File: config.mk
export PLATFORM = sky130hd
export DESIGN_NAME = fir_tap_line
export DESIGN_NICKNAME = d
export VERILOG_FILES = /design/src/rtl/fas_pkg.sv /design/src/rtl/fir_tap_line.sv
export SDC_FILE = /design/constraint.sdc
export NUM_CORES = 1
export LEC_CHECK = 0
export BUFFER_PORTS_ARGS = -buffer_cell sky130_fd_sc_hd__buf_2
export CORE_AREA = 4 4 207 209
export CTS_BUF_LIST = sky130_fd_sc_hd__clkbuf_16
export DETAILED_ROUTE_END_ITERATION = 10
export DIE_AREA = 0 0 211 213
export REMOVE_ABC_BUFFERS = 1
export SYNTH_ARGS = -nofsm -noshare
export SYNTH_HDL_FRONTEND = slang
export SYNTH_SLANG_ARGS = --single-unit
export TNS_END_PERCENT = 10
File: constraint.sdc
create_clock -name clk -period 2 [get_ports clk]
set_clock_uncertainty 0.1 [all_clocks]
set_input_delay 0.1 -clock clk [delete_from_list [all_inputs] [get_ports clk]]
set_output_delay 0.1 -clock clk [all_outputs]
set_load 0.02 [all_outputs]
File: src/rtl/fas_pkg.sv
package fas_pkg;

  ////////////////////////////////////////////////////////////
  // widths
  ////////////////////////////////////////////////////////////

  parameter int sample_w  = 16;  // input and output sample width
  parameter int coef_w    = 20;  // coefficient width
  parameter int coef_frac = 16;  // fraction bits in a coefficient
  parameter int num_taps  = 32;  // filter length

  // 32 full products need 5 guard bits on top of the product width
  parameter int acc_w = sample_w + coef_w + 5;

  parameter int frame_len_default = 16;  // samples per frame

  typedef logic signed [sample_w-1:0] sample_t;
  typedef logic signed [coef_w-1:0]   coef_t;
  typedef logic signed [acc_w-1:0]    acc_t;

  // element 0 is the newest sample
  typedef sample_t window_t [num_taps];

  ////////////////////////////////////////////////////////////
  // symmetric low-pass taps, q4.16
  ////////////////////////////////////////////////////////////

  parameter coef_t fir_coef [num_taps] = '{
    20'hFFF9E, 20'hFFF86, 20'hFFFA7, 20'h0003B,  // -0.0015 .. 0.0009
    20'h0014B, 20'h0024A, 20'h00222, 20'hFFFE4,  // small side lobe
    20'hFFBC5, 20'hFF7CA, 20'hFF74E, 20'hFFD74,  // negative lobe
    20'h00B1A, 20'h01DAC, 20'h02F9E, 20'h03AA9,  // main lobe up to 0.2291
    20'h03AA9, 20'h02F9E, 20'h01DAC, 20'h00B1A,  // mirror of 15..12
    20'hFFD74, 20'hFF74E, 20'hFF7CA, 20'hFFBC5,
    20'hFFFE4, 20'h00222, 20'h0024A, 20'h0014B,
    20'h0003B, 20'hFFFA7, 20'hFFF86, 20'hFFF9E   // entry 31 equals entry 0
  };

endpackage

File: src/rtl/fir_tap_line.sv
`timescale 1ns/100ps

module fir_tap_line (
  input  logic              clk,
  input  logic              rst,
  input  logic              data_valid,
  input  fas_pkg::sample_t  data,
  output fas_pkg::window_t  window,
  output logic              window_valid
);

  // counter only has to reach num_taps-1, then it sticks
  localparam int cnt_w = $clog2(fas_pkg::num_taps);
  localparam logic [cnt_w-1:0] fill_max = cnt_w'(fas_pkg::num_taps - 1);

  logic [cnt_w-1:0] fill_cnt;  // consecutive samples seen, saturating

  ////////////////////////////////////////////////////////////
  // delay line
  ////////////////////////////////////////////////////////////

  // shifts toward the old end on every accepted sample
  always_ff @(posedge clk) begin
    if (data_valid) begin
      window[0] <= data;  // newest
      for (int i = 1; i < fas_pkg::num_taps; i++) begin
        window[i] <= window[i-1];
      end
    end
  end

  ////////////////////////////////////////////////////////////
  // fill tracking
  ////////////////////////////////////////////////////////////

  always_ff @(posedge clk or posedge rst) begin
    if (rst) begin
      fill_cnt     <= '0;
      window_valid <= 1'b0;
    end else begin
      // fill_cnt == fill_max means 31 or more samples already in line,
      // so the sample taken now completes a full window
      window_valid <= data_valid && (fill_cnt == fill_max);

      if (!data_valid) begin
        fill_cnt <= '0;  // any gap breaks the run, line must refill
      end else if (fill_cnt != fill_max) begin
        fill_cnt <= fill_cnt + 1'b1;
      end
    end
  end

endmodule

==> results.ini <==
[status]
outcome=finished clean

[critical_path]
start_kind=register
rr_endpoint=fill_cnt[3]
path_class=reg -> reg
worstReg2RegStart=fill_cnt[0]
reg2regPathDepth=6
worstPathMaxFanout=6
crit_required_ns=2.34
worstSetupEndpointType=register
crit_arrival_ns=2.15
r2r_setup_slack_ns=0.20

[timing]
fin_crit_ns=1.804
relSlewSlack_pct=72.84
post-route-period-util_pct=90.20
final_hold_viol_count=0
rsz0062_at_grt=false
maxSlewViolCount=0
max_freq_mhz=554.3
worst_pin_slew_ns=0.4075
setup_tns_ns=0
setup_viol=0

[global_route]
grt_max_degree=76
grt_pass1_wl_mm=49.13
antenna_found_initial=0
grt_pass1_vias=7843
grt_usage_pct=14.35
overflow=0

[detailed_routing]
drtAntennaViolNets=0
top_layer=met4
avgRoutedWirePerCell_um=20.02
vias_per_cell=4.486
drt_iter0_drc=597
drc=0
wl_met3_mm=3.747
drt_pass1_iterations=4
met1_length_mm=12.24
dr_wl_met2_mm=17.43
vias=7684
wl_mm=34.29

[cts]
clock-sinks=518
root_buffer=clkbuf_16
numCtsBuffers=51
cts_setup_buffers=0
clockBufferDepth=3
cts_tree=yes
h-tree-depth=2
clk_pin_slew_ns=0.06
insertion_delay_ns=0.57

[floorplan]
coreArea_um2=40830
num_rows=74
start_util_pct=38.41
io-pin-count=532
die_w_um=211
die_h_um=213
die-area_um2=44940

[pwr]
leakage_uw=0.008247
finalPower_uw=23530
pwr_density_cell_nw_per_um2=1124
ir_drop_mv=0.7118

[worst_hold_path]
hold_start=data[9]
hold_path_end=window[505]
hold_path.class=in -> reg
holdPathStages=2

[finish]
final_net_count=1173
layout-drive-gt1-share_pct=51.65
stdcell_area_um2=20930
syn2layout_area_growth_pct=33.42
num_antenna_cells=0

[synth]
syn_inst=536
syn-cell-area_um2=15690
synth_area_per_cell_um2=29.26
ys_types=12
yosysWarnings=0
seq_area_frac_synth_pct=98.98
yosys_register_bits=518

[placed_design]
dp_hpwl_mm=24.35
gp_congestion=0.7792
dpl-instance-area_um2=19190
io_buffers=531

[job]
maxCapViolCount=0

layout make-up:
type	instances	area [um^2]
Fill cell	3274	19900
Sequential cell	518	15520
Timing Repair Buffer	564	3038
Clock buffer	52	1301
Tap cell	532	665.6
Clock inverter	30	249.0
Multi-Input combinational cell	16	145.1
Inverter	1	3.754
worst max path at each step:
stage                           start     endpoint  slack, ns
after floorplan           fill_cnt[0]  fill_cnt[3]       0.30
after global placement    fill_cnt[0]  fill_cnt[3]       0.25
after detailed placement  fill_cnt[0]  fill_cnt[3]       0.19
after CTS                 fill_cnt[0]  fill_cnt[3]       0.19
after global routing      fill_cnt[0]  fill_cnt[3]       0.14
final                     fill_cnt[0]  fill_cnt[3]       0.20
flip-flops by register name, indices dropped and copies added, names as in the netlist:
| register | count |
|---|---|
| fill_cnt | 5 |
| window_valid | 1 |
| window | 512 |
through the flow:
step | util (%) | worst slack, ns | hold WS, ns | instances
detailed placement | 46.99 | 0.1904 | -0.07291 | 1612
floorplan | - | 0.2978 | -0.2090 | 535
global placement | 46.99 | 0.2500 | -0.08443 | 1612
global route | 51.25 | 0.1397 | 0.1149 | 1713
finish | 51.25 | 0.1960 | 0.1298 | 1713
CTS | 51.25 | 0.1851 | 0.07526 | 1713
power by group:
part | internal [uW] | switching [uW] | total, uW
registers | 12700 | 299 | 13000
logic | 446 | 1220 | 1670
clock network | 5180 | 3740 | 8910
total | 18300 | 5260 | 23500
cells by family after synthesis:
group / after synthesis / synth area share (%)
flops: 518 / 98.98
xor+xnor: 3 / 0.1675
fa+ha+maj: 2 / 0.1595
simple gates: 9 / 0.4706
buf+inv: 2 / 0.09570
mux: 2 / 0.1276
cells in the final DEF, fill, tap and decap left out, drive strengths merged, types with 3 or more instances in the layout:
cell         Yosys  routed
and2             4       4
dlygate4sd3      0      19
inv              1      12
clkinv           0      14
buf              1     545
dfrtp            6       6
xnor2            3       3
edfxtp         512     512
bufinv           0       4
clkbuf           0      52
critical path: stages (launching register included):
cell and delay (ns):
dfrtp_1 0.43, ha_1 0.24, and3_1 0.18, ha_1 0.26
nand4b_4 0.20, xnor2_1 0.13, and2_1 0.15
routing by layer:
| layer | track usage [%] | vias to the layer above |
|---|---|---|
| met5 | 0 | - |
| met4 | 5.298 | 0 |
| met3 | 5.716 | 56 |
| met2 | 24.05 | 395 |
| met1 | 16.84 | 3825 |
| li1 | - | 3408 |
cells in the mapped netlist:
cell        n  share of area (%)
and2_1      4               0.16
nand4b_4    1               0.15
dfrtp_1     6               0.96
nor2b_1     2              0.080
inv_1       1              0.024
edfxtp_1  512                 98
buf_6       1              0.072
and3_1      1              0.040
ha_1        2               0.16
nand2b_1    1              0.040
mux2i_1     2               0.13
xnor2_1     3               0.17
repair_timing:
action / CTS / global route
resized for setup: 0 / 0
endpoints found under the hold margin: 45 / 0
hold buffers: 19 / 0
Power figures use the tool's default switching activity.
